File: config.mk
export PLATFORM = sky130hd
export DESIGN_NAME = note_lookup_stage_flat
export DESIGN_NICKNAME = d
export VERILOG_FILES = /design/src/hw/pitch_pkg.sv /design/src/hw/pitch_stage_if.sv /design/src/hw/note_lookup_stage.sv /design/src/flat_wrapper.sv
export VERILOG_INCLUDE_DIRS = /design/src /design/src/include
export SDC_FILE = /design/constraint.sdc
export NUM_CORES = 1
export LEC_CHECK = 0
export BUFFER_PORTS_ARGS = -buffer_cell sky130_fd_sc_hd__buf_2
export CORE_MARGIN = 10
export CORE_UTILIZATION = 45
export CTS_CLUSTER_DIAMETER = 30
export CTS_CLUSTER_SIZE = 10
export DETAILED_ROUTE_END_ITERATION = 8
export PLACE_DENSITY = 0.71
export SETUP_SLACK_MARGIN = 0.05
export SLEW_MARGIN = 5
export SYNTH_ARGS = -nofsm -noshare
export SYNTH_HDL_FRONTEND = slang
export SYNTH_SLANG_ARGS = --single-unit
File: constraint.sdc
create_clock -name reg_clk -period 8.8 [get_ports reg_clk]
set_input_delay 0.88 -clock reg_clk [delete_from_list [all_inputs] [get_ports reg_clk]]
set_output_delay 0.88 -clock reg_clk [all_outputs]
set_load 0.01 [all_outputs]
File: src/include/pitch_settings.svh
`ifndef PITCH_SETTINGS_SVH
`define PITCH_SETTINGS_SVH

// voice block geometry
`define PITCH_VOICES  8
`define PITCH_OSCS    4

`define PITCH_CREDITS 4   // slots the consumer can hold
`define PITCH_WIDTH   24  // phase increment bits

`endif

File: src/hw/pitch_pkg.sv
`default_nettype none

`include "pitch_settings.svh"

package pitch_pkg;

    localparam int VOICE_W = $clog2(`PITCH_VOICES);
    localparam int OSC_W   = $clog2(`PITCH_OSCS);
    localparam int KEY_MAX = 143;  // top of the note table

    typedef logic [`PITCH_WIDTH-1:0] pitch_t;

    typedef struct packed {
        logic [VOICE_W-1:0] voice;
        logic [OSC_W-1:0]   osc;
    } slot_t;

    typedef struct packed {
        slot_t       slot;
        pitch_t      inc_center;
        pitch_t      inc_fine;      // neighbor key for base fine
        pitch_t      inc_bend;      // key at full bend
        logic [7:0]  base_fine;
        logic [13:0] bend;
        logic [7:0]  key_scale;
        logic [7:0]  ratio_coarse;
        logic [7:0]  ratio_fine;
    } lookup_t;

    typedef struct packed {
        slot_t      slot;
        pitch_t     pitch;
        logic [7:0] ratio_coarse;
        logic [7:0] ratio_fine;
    } tuned_t;

    // offsets inside an oscillator block, block n starts at 16*n
    localparam logic [3:0] REG_RATIO_COARSE = 4'd0;
    localparam logic [3:0] REG_RATIO_FINE   = 4'd1;
    localparam logic [3:0] REG_KEY_SCALE    = 4'd5;
    localparam logic [3:0] REG_BASE_COARSE  = 4'd8;
    localparam logic [3:0] REG_BASE_FINE    = 4'd9;
    localparam logic [6:0] REG_BEND_RANGE   = 7'd0;  // common block

    // lowest octave, 24-bit phase at 48 kHz
    localparam logic [12:0] SEMITONE_BASE [12] = '{
        13'd2858, 13'd3028, 13'd3208, 13'd3399, 13'd3601, 13'd3815,
        13'd4042, 13'd4282, 13'd4537, 13'd4807, 13'd5092, 13'd5395
    };

    // Tuning rules, 64 is centre for every tuning register.
    // base coarse: key moves by value - 64, keys clamp to 0..KEY_MAX
    // base fine: v <= 63 leans to key-1 with weight 64-v, else key+1 with v[5:0], /64
    // bend b: b < 8192 leans to key-range with 8192-b, else key+range with b[12:0], /8192
    // key scale adds 16 * value after fine and bend
    // ratio coarse c: c <= 64 divides by 65-c, above 64 multiplies by c-63
    // ratio fine leans to step c-1 or c+1 with the base fine weights, /64

    function automatic pitch_t note_increment(input logic [7:0] key);
        logic [7:0] k;
        k = (key > 8'(KEY_MAX)) ? 8'(KEY_MAX) : key;
        return pitch_t'(SEMITONE_BASE[k % 12]) << (k / 12);
    endfunction

    function automatic logic [6:0] fine_weight(input logic [7:0] v);
        return (v <= 8'd63) ? 7'(8'd64 - v) : {1'b0, v[5:0]};
    endfunction

    // move from a toward b by w / 2**sh
    function automatic pitch_t lerp(input pitch_t a, input pitch_t b,
                                    input logic [13:0] w, input int unsigned sh);
        logic [`PITCH_WIDTH+13:0] span;
        span = (b >= a) ? (b - a) * w : (a - b) * w;
        return (b >= a) ? a + pitch_t'(span >> sh) : a - pitch_t'(span >> sh);
    endfunction

    // s runs from -1 to 256 so the neighbor steps stay defined
    function automatic pitch_t coarse_step(input pitch_t p, input logic signed [9:0] s);
        logic [`PITCH_WIDTH+8:0] prod;
        prod = p * 9'(s - 10'sd63);
        if (s <= 10'sd64) begin
            return p / pitch_t'(10'sd65 - s);
        end
        return prod[`PITCH_WIDTH-1:0];
    endfunction

endpackage

`default_nettype wire

File: src/hw/pitch_stage_if.sv
`timescale 1ns/1ps
`default_nettype none

interface pitch_stage_if #(
    parameter type payload_t = pitch_pkg::lookup_t
);
    import pitch_pkg::*;

    logic     valid;  // data taken every cycle this is high
    payload_t data;
    slot_t    slot;

    assign slot = data.slot;

    modport source (output valid, output data);
    modport sink (input valid, input slot, input data);

endinterface

`default_nettype wire

File: src/hw/note_lookup_stage.sv
`timescale 1ns/1ps
`default_nettype none

module note_lookup_stage (
    input  wire                   reg_clk,
    input  wire                   reset,
    input  wire                   issue,
    input  wire pitch_pkg::slot_t slot,
    input  wire [7:0]             key,
    input  wire [7:0]             base_coarse,
    input  wire [7:0]             base_fine,
    input  wire [7:0]             bend_range,
    input  wire [13:0]            bend,
    input  wire [7:0]             key_scale,
    input  wire [7:0]             ratio_coarse,
    input  wire [7:0]             ratio_fine,
    pitch_stage_if.source         out
);
    import pitch_pkg::*;

    logic signed [10:0] shifted;
    logic signed [10:0] center_s;
    logic [7:0]         center_key;
    logic [7:0]         fine_key;
    logic [7:0]         bend_key;

    function automatic logic [7:0] clamp_key(input logic signed [10:0] k);
        if (k < 0) begin
            return 8'd0;
        end
        if (k > KEY_MAX) begin
            return 8'(KEY_MAX);
        end
        return k[7:0];
    endfunction

    assign shifted    = $signed({3'b0, key}) + $signed({3'b0, base_coarse}) - 11'sd64;
    assign center_key = clamp_key(shifted);
    assign center_s   = $signed({3'b0, center_key});

    assign fine_key = (base_fine <= 8'd63) ? clamp_key(center_s - 11'sd1)
                                           : clamp_key(center_s + 11'sd1);

    assign bend_key = (bend < 14'h2000) ? clamp_key(center_s - $signed({3'b0, bend_range}))
                                        : clamp_key(center_s + $signed({3'b0, bend_range}));

    always_ff @(posedge reg_clk) begin
        if (reset) begin
            out.valid <= 1'b0;
        end else begin
            out.valid <= issue;
        end
    end

    // tuning sampled here travels with the slot
    always_ff @(posedge reg_clk) begin
        out.data.slot         <= slot;
        out.data.inc_center   <= note_increment(center_key);
        out.data.inc_fine     <= note_increment(fine_key);
        out.data.inc_bend     <= note_increment(bend_key);
        out.data.base_fine    <= base_fine;
        out.data.bend         <= bend;
        out.data.key_scale    <= key_scale;
        out.data.ratio_coarse <= ratio_coarse;
        out.data.ratio_fine   <= ratio_fine;
    end

endmodule

`default_nettype wire

File: src/flat_wrapper.sv
// flat-port wrapper written by rule: the top's interface ports become plain ports
module note_lookup_stage_flat import pitch_pkg::*;
  (reg_clk, reset, issue, slot, key, base_coarse, base_fine, bend_range, bend, key_scale, ratio_coarse, ratio_fine, out_valid, out_data);
  pitch_stage_if out_i ();
  input  wire reg_clk;
  input  wire reset;
  input  wire issue;
  input  wire pitch_pkg::slot_t slot;
  input  wire [7:0] key;
  input  wire [7:0] base_coarse;
  input  wire [7:0] base_fine;
  input  wire [7:0] bend_range;
  input  wire [13:0] bend;
  input  wire [7:0] key_scale;
  input  wire [7:0] ratio_coarse;
  input  wire [7:0] ratio_fine;
  output wire logic [$bits(out_i.valid)-1:0] out_valid;
  output wire logic [$bits(out_i.data)-1:0] out_data;
  assign out_valid = out_i.valid;
  assign out_data = out_i.data;
  note_lookup_stage u_core (.reg_clk(reg_clk), .reset(reset), .issue(issue), .slot(slot), .key(key), .base_coarse(base_coarse), .base_fine(base_fine), .bend_range(bend_range), .bend(bend), .key_scale(key_scale), .ratio_coarse(ratio_coarse), .ratio_fine(ratio_fine), .out(out_i));
endmodule
### Word level (Yosys, flattened, before mapping)

Memory sizes are Yosys's and may differ from the RTL's.
Cells that the tools add are included.

| word-level totals | value |
|---|---|
| bits in registers | 124 |
| memory bits (read-only) | 624 |
| output and inout port bits | 124 |
| word-level logic and storage cells | 96 |
| memories | 3 |

| operators by class | value |
|---|---|
| add/sub/neg operators | 6 |
| divide/modulo/power cells | 6 |
| order comparisons | 18 |
| shifts and indexed selects | 3 |
| muxes and demuxes | 46 |
| bitwise logic cells | 3 |

Memories:

| name | depth | width | rd ports | clocked after memory_dff | write ports | line | source |
|---|---|---|---|---|---|---|---|
| (name not given) | 16 | 13 | 1 | 0 | 0 | pitch_pkg.sv:62 | `return pitch_t'(SEMITONE_BASE[k % 12]) << (k / 12);` |
| (name not given) | 16 | 13 | 1 | 0 | 0 | pitch_pkg.sv:62 |  |
| (name not given) | 16 | 13 | 1 | 0 | 0 | pitch_pkg.sv:62 |  |

Operators by type and width:

| cell | number |
|---|---|
| 8-bit 2-to-1 mux | 25 |
| 33-bit by 5-bit greater-or-equal comparator with 1-bit output (second input constant) | 3 |
| 32-bit inverter with 33-bit output | 3 |
| 8-bit by 4-bit divider with 32-bit output (second input constant) | 3 |
| 8-bit by 4-bit modulo with 32-bit output (second input constant) | 3 |
| 13-bit by 32-bit << shifter with 24-bit output | 3 |
| 13-bit 2-to-1 mux | 6 |
| 11-bit by 9-bit greater-than comparator with 1-bit output (second input constant) | 3 |
| 11-bit by 1-bit less-than comparator with 1-bit output (second input constant) | 3 |
| 8-bit greater-than comparator (second input constant) | 3 |
| 8-bit by 8-bit adder with 9-bit output | 2 |
| 9-bit greater-than comparator (second input constant) | 2 |
| 9-bit by 1-bit less-than comparator with 1-bit output (second input constant) | 2 |
| 1-bit 2-to-1 mux | 15 |
| 14-bit less-than comparator (second input constant) | 1 |
| 9-bit by 7-bit subtractor with 10-bit output (second input constant) | 1 |
| 8-bit by 1-bit adder with 9-bit output (second input constant) | 1 |
| 8-bit by 1-bit subtractor with 9-bit output (second input constant) | 1 |
| 8-bit by 8-bit subtractor with 9-bit output | 1 |
| 8-bit by 6-bit less-or-equal comparator with 1-bit output (second input constant) | 1 |

### Logic depth before layout (Yosys ltp)

Gate-level depths: netlist of run 1.

| depth | value |
|---|---|
| depth in word-level cells | 22 |
| mapped depth | 39 |
| gate-level depth less buffers | 34 |

### Worst setup path after synthesis of run 1

Ideal clock, no wire load.

| timing path | value |
|---|---|
| kind | input -> register |
| start | in key[1] |
| end | reg u_core.out.data[64] (netlist name) |
| setup time | 0.071 ns |
| arrival time | 8.433 ns |
| slack | 0.296 ns |
| stages | 34 |
| path buffers | 4 |
| cell sequence | ha_1 > ha_1 > inv_1 > fa_1 > nand2b_1 > a211oi_4 > o21ai_1 > o211ai_1 > buf_2 > nand2_1 > o21ai_1 > inv_1 > ha_1 > nand2b_1 > a21oi_1 > o21bai_1 > a21oi_1 > o311ai_1 > mux2i_1 > a22oi_1 > nor4_1 > clkbuf_1 > mux2i_1 > a21o_1 > nor2_1 > inv_1 > ha_1 > clkbuf_1 > clkbuf_1 > mux2i_1 > o21ai_0 > o31ai_1 > mux4_2 > o2bb2ai_1 |

| on the way | value |
|---|---|
| longest elaborated chain between the ends | 22 |

Ends and longest elaborated chain:

| item | line | source |
|---|---|---|
| from (decl) | flat_wrapper.sv:9 | `input wire [7:0] key;` |
| 8-bit by 8-bit adder with 9-bit output (*) | note_lookup_stage.sv:37 | `assign shifted = $signed({3'b0, key}) + $signed({3'b0, base_coarse}) - 11'sd64;` |
| 9-bit by 7-bit subtractor with 10-bit output (*) | note_lookup_stage.sv:37 |  |
| 11-bit by 9-bit greater-than comparator with 1-bit output | note_lookup_stage.sv:31 | `if (k > KEY_MAX) begin` |
| 1-bit 2-to-1 mux (2 in a row) | note_lookup_stage.sv:31 |  |
| 8-bit 2-to-1 mux | note_lookup_stage.sv:34 | `return k[7:0];` |
| 8-bit 2-to-1 mux (*) | note_lookup_stage.sv:31 |  |
| 8-bit by 8-bit adder with 9-bit output / 8-bit by 8-bit subtractor with 9-bit output (equally long branches) | note_lookup_stage.sv:45, note_lookup_stage.sv:44 |  |
| 11-bit by 9-bit greater-than comparator with 1-bit output / 9-bit greater-than comparator (equally long branches) | note_lookup_stage.sv:31 |  |
| [... 4 more ...] | - |  |
| 8-bit 2-to-1 mux (*) | note_lookup_stage.sv:44 | `assign bend_key = (bend < 14'h2000) ? clamp_key(center_s - $signed({3'b0, bend_range}))` |
| 8-bit greater-than comparator | pitch_pkg.sv:61 | `k = (key > 8'(KEY_MAX)) ? 8'(KEY_MAX) : key;` |
| 8-bit 2-to-1 mux (*) | pitch_pkg.sv:61 |  |
| 8-bit by 4-bit modulo with 32-bit output | pitch_pkg.sv:62 |  |
| 32-bit inverter with 33-bit output (not written as such) | pitch_pkg.sv:62 |  |
| memory 16 x 13 bit | - |  |
| 13-bit 2-to-1 mux (not written as such) (2 in a row) | pitch_pkg.sv:62 |  |
| 13-bit by 32-bit << shifter with 24-bit output (*) | pitch_pkg.sv:62 |  |

Every way passes the cells marked *; elsewhere a longest branch is shown, timed or not. The select of a mux whose other input is x is not followed.
A chain may end at the register's enable or synchronous reset.

### Final worst setup path of run 1

| timing path | value |
|---|---|
| start | in key[1] |
| end | reg u_core.out.data[76] (netlist name) |

| on the way | value |
|---|---|
| longest elaborated chain between the ends | 22 |

Ends and longest elaborated chain:

| item | line | source |
|---|---|---|
| 8-bit by 8-bit adder with 9-bit output (*) | note_lookup_stage.sv:37 |  |
| 9-bit by 7-bit subtractor with 10-bit output (*) | note_lookup_stage.sv:37 |  |
| 11-bit by 9-bit greater-than comparator with 1-bit output | note_lookup_stage.sv:31 |  |
| 1-bit 2-to-1 mux (2 in a row) | note_lookup_stage.sv:31 |  |
| 8-bit 2-to-1 mux | note_lookup_stage.sv:34 |  |
| 8-bit 2-to-1 mux (*) | note_lookup_stage.sv:31 |  |
| 8-bit by 1-bit adder with 9-bit output / 8-bit by 1-bit subtractor with 9-bit output (equally long branches) | note_lookup_stage.sv:42, note_lookup_stage.sv:41 |  |
| 11-bit by 9-bit greater-than comparator with 1-bit output / 9-bit greater-than comparator (equally long branches) | note_lookup_stage.sv:31 |  |
| [... 4 more ...] | - |  |
| 8-bit 2-to-1 mux (*) | note_lookup_stage.sv:41 | `assign fine_key = (base_fine <= 8'd63) ? clamp_key(center_s - 11'sd1)` |
| 8-bit greater-than comparator | pitch_pkg.sv:61 |  |
| 8-bit 2-to-1 mux (*) | pitch_pkg.sv:61 |  |
| 8-bit by 4-bit modulo with 32-bit output | pitch_pkg.sv:62 |  |
| 32-bit inverter with 33-bit output (not written as such) | pitch_pkg.sv:62 |  |
| memory 16 x 13 bit | - |  |
| 13-bit 2-to-1 mux (not written as such) (2 in a row) | pitch_pkg.sv:62 |  |
| 13-bit by 32-bit << shifter with 24-bit output (*) | pitch_pkg.sv:62 |  |

Marks and branches as above.

==> run summary, run 1 <==
Compound-Gate Fraction of Synth Area - 0.3151
Die X-Extent - 162.2 µm
syn_nets - 1282
CTS max path bufs - 2
Final Hold Vio Count - 0
Tot GR Track Use - 0.2085
global-route wire length before repair - 46220 µm
largest net degree at the start of global routing - 26
WP data arrival - 8390 ps
CP Launch Type - primary input
Overall Power - 5.023 mW
RSZ-0062 raised after global routing - false
DR top layer - met4
TritonCTS Buffers - 17
routed wl met2 - 13710 µm
total number of vias - 9677
Met3 Routed Length - 2309 µm
Seq cells post-synth - 124
Die Height - 162.2 µm
Slew headroom - 0.2867
Final ANT Viol Nets - 0
post-synthesis xor/xnor area fraction - 0.01911
commonest non-fill, non-tap cell in the layout - buf_2
Syn Std Cell Area - 9101 µm²
Fmax - 124.0 MHz
number of vias per cell - 5.940
layout cells sized above 1 - 0.2493
EDFF count, synth - 0
largest fanout on the critical path - 17
fin. max-slew vios - 0
row count - 51
Clock Pin Slew Worst Setup and Hold Paths - 60 ps
most frequent cells in the layout - buf_2 (201), dfxtp_1 (124), nor2_1 (103), nand2_1 (82), a21oi_1 (72)
post-synthesis sequential area ratio - 0.2728
Worst Path Required - 9130 ps
number of port buffers - 201
library cells used by synthesis - 92
final setup vio count - 0
YS warnings - 0
Hold Buf Count CTS - 0
crit path max-delay cell type - a2111oi_0
starting density of the core - 0.4631
# DRC - 0
final period utilization - 0.9163
status - completed
Placeable Area - 19650 µm²
Setup Crit Path Kind - primary input to flop
max-cap violation count - 0
WL/cell - 17.99 µm
clock sinks - 124
Tmin final - 8063 ps
Top Ports - 202
CP Capture Type - flop
Simple-Gate Fraction of Synth Area - 0.1916
Leak - 5.019 nW
async set or reset register ratio after synthesis - 0
cell area power density - 452.1 nW/µm²
CP most frequent cell - ha_1
Mapped Cells - 1150
largest family of logic cells by synthesized area - compound AO/OA/AOI/OAI gates
Synth Area in Adders - 0.07891
Congestion Overflow GR - 0
syn_area_per_cell - 7.914 µm²
initial antenna violation count - 0
drt total wl - 29300 µm
CTS root buffer - clkbuf_16
Area Overhead vs Synth - 22.08%
vias in the first global route - 8874
gpl congestion - 0.9871
slew at the pin closest to its max-slew limit - 1040 ps
min-delay worst type - primary input to flop
slowest cell delay on critical path - 710 ps
Die ar. - 26310 µm²
worst vdd ir - 0.0003483 V
ys flop type - dfxtp_1
Nets - 1484
# H-tree levels - 4
Fin Setup TNS - 0 ps
Iteration-0 DRC Markers - 857
TritonCTS clock tree - done
multiplexer share of the synthesized area - 0.06998
wire length on met1 - 12790 µm
post-DP HPWL - 23270 µm
DR pass1 iterations - 6
antenna cells - 0
-- cell families (layout without fill, tap and decap cells) --
logic type               Yosys count  count (layout)
AND/OR/NAND/NOR                  361             361
multiplexers                      59              59
adder cells (fa/ha/maj)           56              56
AO/OA/AOI/OAI                    407             407
XOR/XNOR                          19              19
buffers and inverters            124             338
flip-flops                       124             124
-- per-stage QoR --
| step | worst slack (ps) | area, µm² | util | hold slack (ps) | cells |
|---|---|---|---|---|---|
| floorplan | 296.3 | 9101 | - | 907.7 | 1150 |
| global placement | 598.5 | 10540 | 0.5362 | 982.5 | 1598 |
| detailed placement | 388.5 | 10540 | 0.5362 | 983.8 | 1598 |
| CTS | 826.5 | 11100 | 0.5648 | 549.9 | 1629 |
| global route | 69.37 | 11110 | 0.5653 | 546.5 | 1629 |
| finish | 736.8 | 11110 | 0.5653 | 560.0 | 1629 |
-- state kept, by name, summed over array words and instances (netlist names) --
name and count:
u_core.out.data 123, u_core.out.valid 1
-- worst max-delay path: cells and delay by family --
| kind | cells | cell delay [ps] |
|---|---|---|
| AO/OA/AOI/OAI | 13 | 3950 |
| buffers and inverters | 2 | 170 |
| adder cells (fa/ha/maj) | 5 | 1500 |
| XOR/XNOR | 1 | 190 |
| AND/OR/NAND/NOR | 8 | 1700 |
-- metal layers --
metal | track usage | vias to the layer above
met3 | 0.04323 | 42
met2 | 0.3465 | 458
met5 | 0 | -
met1 | 0.2677 | 4467
li1 | - | 4710
met4 | 0.05583 | 0
-- worst paths after layout --
kind | from | cells after the start | end | slack, ps
max | key[1] | 29 | u_core.out.data[76] | 740
min | base_fine[3] | 1 | u_core.out.data[41] | 560
-- synthesized netlist by cell type (all sizes together) (12+ instances only) --
master	count	area, µm²
a211oi	21	175.2
xnor2	16	140.1
mux2i	40	400.4
and2	14	90.09
nand2	84	320.3
buf	12	57.56
mux2	17	191.4
o21a	23	173.9
a21o	18	135.1
nand3	37	185.2
a31oi	17	118.9
a21oi	74	377.9
or3	15	98.84
o22ai	20	125.1
nor3	36	180.2
inv	58	217.7
clkbuf	49	183.9
and3	12	75.07
dfxtp	124	2482
ha	51	638.1
o31ai	16	147.6
o211ai	20	163.9
nor2	105	399.1
o21ai	84	420.4
-- cell type report --
cell class | count | area (µm²)
timing repair buffer | 244 | 1329
inverter | 63 | 236.5
tap | 265 | 331.6
clock buffer | 17 | 425.4
clock inverter | 14 | 137.6
fill | 1872 | 8543
sequential | 124 | 2482
multi-input combinational | 902 | 6168
-- report_power, final --
group / switching, mW / leakage, nW / internal [mW]
clock: 0.264 / 0.265 / 0.392
sequential: 0.0334 / 1.04 / 0.735
combinational: 2.20 / 3.72 / 1.40
total: 2.50 / 5.02 / 2.52
-- repair_timing --
action / CTS / global route
endpoints found under the setup margin: 0 / 15
hold endpoints to repair: 0 / 0
setup buffers: 0 / 0
gates resized for setup: 0 / 2
No activity file was read; power rests on OpenSTA's default activity.
==> run 2, diff against run 1 <==
--- a/config.mk
+++ b/config.mk
@@ -8,11 +8,11 @@
 export LEC_CHECK = 0
 export BUFFER_PORTS_ARGS = -buffer_cell sky130_fd_sc_hd__buf_2
 export CORE_MARGIN = 10
-export CORE_UTILIZATION = 45
+export CORE_UTILIZATION = 56
 export CTS_CLUSTER_DIAMETER = 30
 export CTS_CLUSTER_SIZE = 10
 export DETAILED_ROUTE_END_ITERATION = 8
-export PLACE_DENSITY = 0.71
+export PLACE_DENSITY = 0.82
 export SETUP_SLACK_MARGIN = 0.05
 export SLEW_MARGIN = 5
 export SYNTH_ARGS = -nofsm -noshare
==> constraint.sdc (replaced) <==
create_clock -name reg_clk -period 9.2 [get_ports reg_clk]
set_input_delay 0.92 -clock reg_clk [delete_from_list [all_inputs] [get_ports reg_clk]]
set_output_delay 0.92 -clock reg_clk [all_outputs]
set_load 0.01 [all_outputs]
==> run 2 against run 1 <==
Effect of this change: first-iteration DRC count rose by 40%; via count increased by 2.1%; die area shrank 17%; sequential power shrank 3.4%; core utilization up 13 points; cell count down 3.6%; flip-flop and latch count unchanged; combinational power is 5% lower; worst setup slack worse by 65 ps; critical path type unchanged; critical endpoint is now u_core.out.data[64]; highest routed layer unchanged.
==> run summary, run 2 (synthesized netlist as in run 1, its figures left out) <==
status - completed
dpl ws - 498.2 ps
Psw - 2.429 mW
starting density of the core - 0.5729
grt peak-use layer - met2
# Post-CTS Setup Buffers - 0
worst hold slack - 600.9 ps
TritonCTS Buffers - 17
Tmin final - 8528 ps
max-cap violation count - 0
Fill cells - 1333
antenna cells - 0
total number of vias - 9884
slew at the pin closest to its max-slew limit - 1018 ps
drt total wl - 30900 µm
met2 Resource Use GR - 0.4599
Inst Count DP - 1538
CTS root buffer - clkbuf_16
Clock Pin Slew Worst Setup and Hold Paths - 70 ps
slowest cell delay on critical path - 630 ps
Congestion Overflow GR - 0
CP most frequent cell - ha_1
commonest non-fill, non-tap cell in the layout - buf_2
initial antenna violation count - 0
clock sinks - 124
post-DP HPWL - 23230 µm
Die ar. - 21750 µm²
Largest regs - u_core.out.data x123, u_core.out.valid x1
Setup Crit Path Kind - primary input to flop
routing usage on met1 - 0.3346
Die Height - 147.5 µm
number of port buffers - 201
gpl congestion - 1.014
RSZ-0062 raised after global routing - false
TritonCTS clock tree - done
vias in the first global route - 8962
Placeable Area - 15890 µm²
DR pass1 iterations - 7
cell area power density - 439.3 nW/µm²
Area Overhead vs Synth - 20.53%
row count - 46
min-delay worst type - primary input to flop
CP Launch Type - primary input
Final Worst Setup Slack - 672.0 ps
max FFs per register - 123
global-route wire length before repair - 48680 µm
met3 global-route usage - 0.04212
Leak - 4.975 nW
Die X-Extent - 147.5 µm
switching share of power - 0.5041
Worst Path Required - 9530 ps
Final Hold Vio Count - 0
layout cells sized above 1 - 0.2422
Hold Buf Count CTS - 0
post_cts resized - 0
# H-tree levels - 4
clock network fraction of total power - 0.135
Top Ports - 202
WL/cell - 19.68 µm
largest net degree at the start of global routing - 23
CP Capture Type - flop
CTS max path bufs - 2
Nets - 1473
final setup vio count - 0
final period utilization - 0.9270
Biggest register - u_core.out.data
Pint - 2.389 mW
# DRC - 0
largest fanout on the critical path - 18
Overall Power - 4.819 mW
Non-Filler Instances - 1570
Flop pwr share - 0.154
most frequent cells in the layout - buf_2 (201), dfxtp_1 (124), nor2_1 (103), nand2_1 (82), a21oi_1 (72)
Tot GR Track Use - 0.2673
Fmax - 117.3 MHz
Final ANT Viol Nets - 0
WP data arrival - 8860 ps
Slew headroom - 0.3021
crit path max-delay cell type - ha_1
Fin Setup TNS - 0 ps
Comb power frac - 0.711
number of vias per cell - 6.296
Iteration-0 DRC Markers - 1204
worst vdd ir - 0.0003589 V
fin. max-slew vios - 0
==> run 2: final cells by class <==
| type | count | area (µm²) | share of cell area |
|---|---|---|---|
| clock buffer | 17 | 425.4 | 0.03878 |
| clock inverter | 15 | 150.1 | 0.01369 |
| inverter | 63 | 236.5 | 0.02156 |
| multi-input combinational | 902 | 6158 | 0.5614 |
| sequential | 124 | 2482 | 0.2263 |
| tap | 216 | 270.3 | 0.02464 |
| timing repair buffer | 233 | 1246 | 0.1136 |
==> run 2: worst paths after layout <==
kind / cells past startpoint / end / slack, ps / start
hold / removal: 1 / u_core.out.data[17] / 600 / key_scale[1]
setup / recovery: 31 / u_core.out.data[64] / 670 / key[1]
==> run 2: per-layer routing <==
metal,part of all wire,vias up
met5,0,-
met4,0.026,0
met3,0.076,71
met2,0.49,567
met1,0.41,4549
li1,-,4697
==> run 2: critical path: cells and delay by family <==
| family | cells | cell delay [ps] |
|---|---|---|
| adder cells (fa/ha/maj) | 5 | 1920 |
| AND/OR/NAND/NOR | 5 | 1170 |
| AO/OA/AOI/OAI | 14 | 3490 |
| multiplexers | 2 | 720 |
| buffers and inverters | 5 | 610 |
==> run 2: power groups by stage <==
stage | logic [mW] | registers, mW | clock network [mW]
after floorplan | 2.35 | 0.825 | 0
after global placement | 3.27 | 0.744 | 0
after detailed placement | 3.29 | 0.748 | 0
after CTS | 3.34 | 0.742 | 0.657
after global routing | 3.74 | 0.754 | 0.683
final | 3.43 | 0.742 | 0.651
==> run 2: per-stage QoR <==
stage | utilization | cell area (µm²)
floorplan | - | 9101
global placement | 0.6543 | 10390
detailed placement | 0.6543 | 10390
CTS | 0.6905 | 10970
global route | 0.6905 | 10970
finish | 0.6905 | 10970
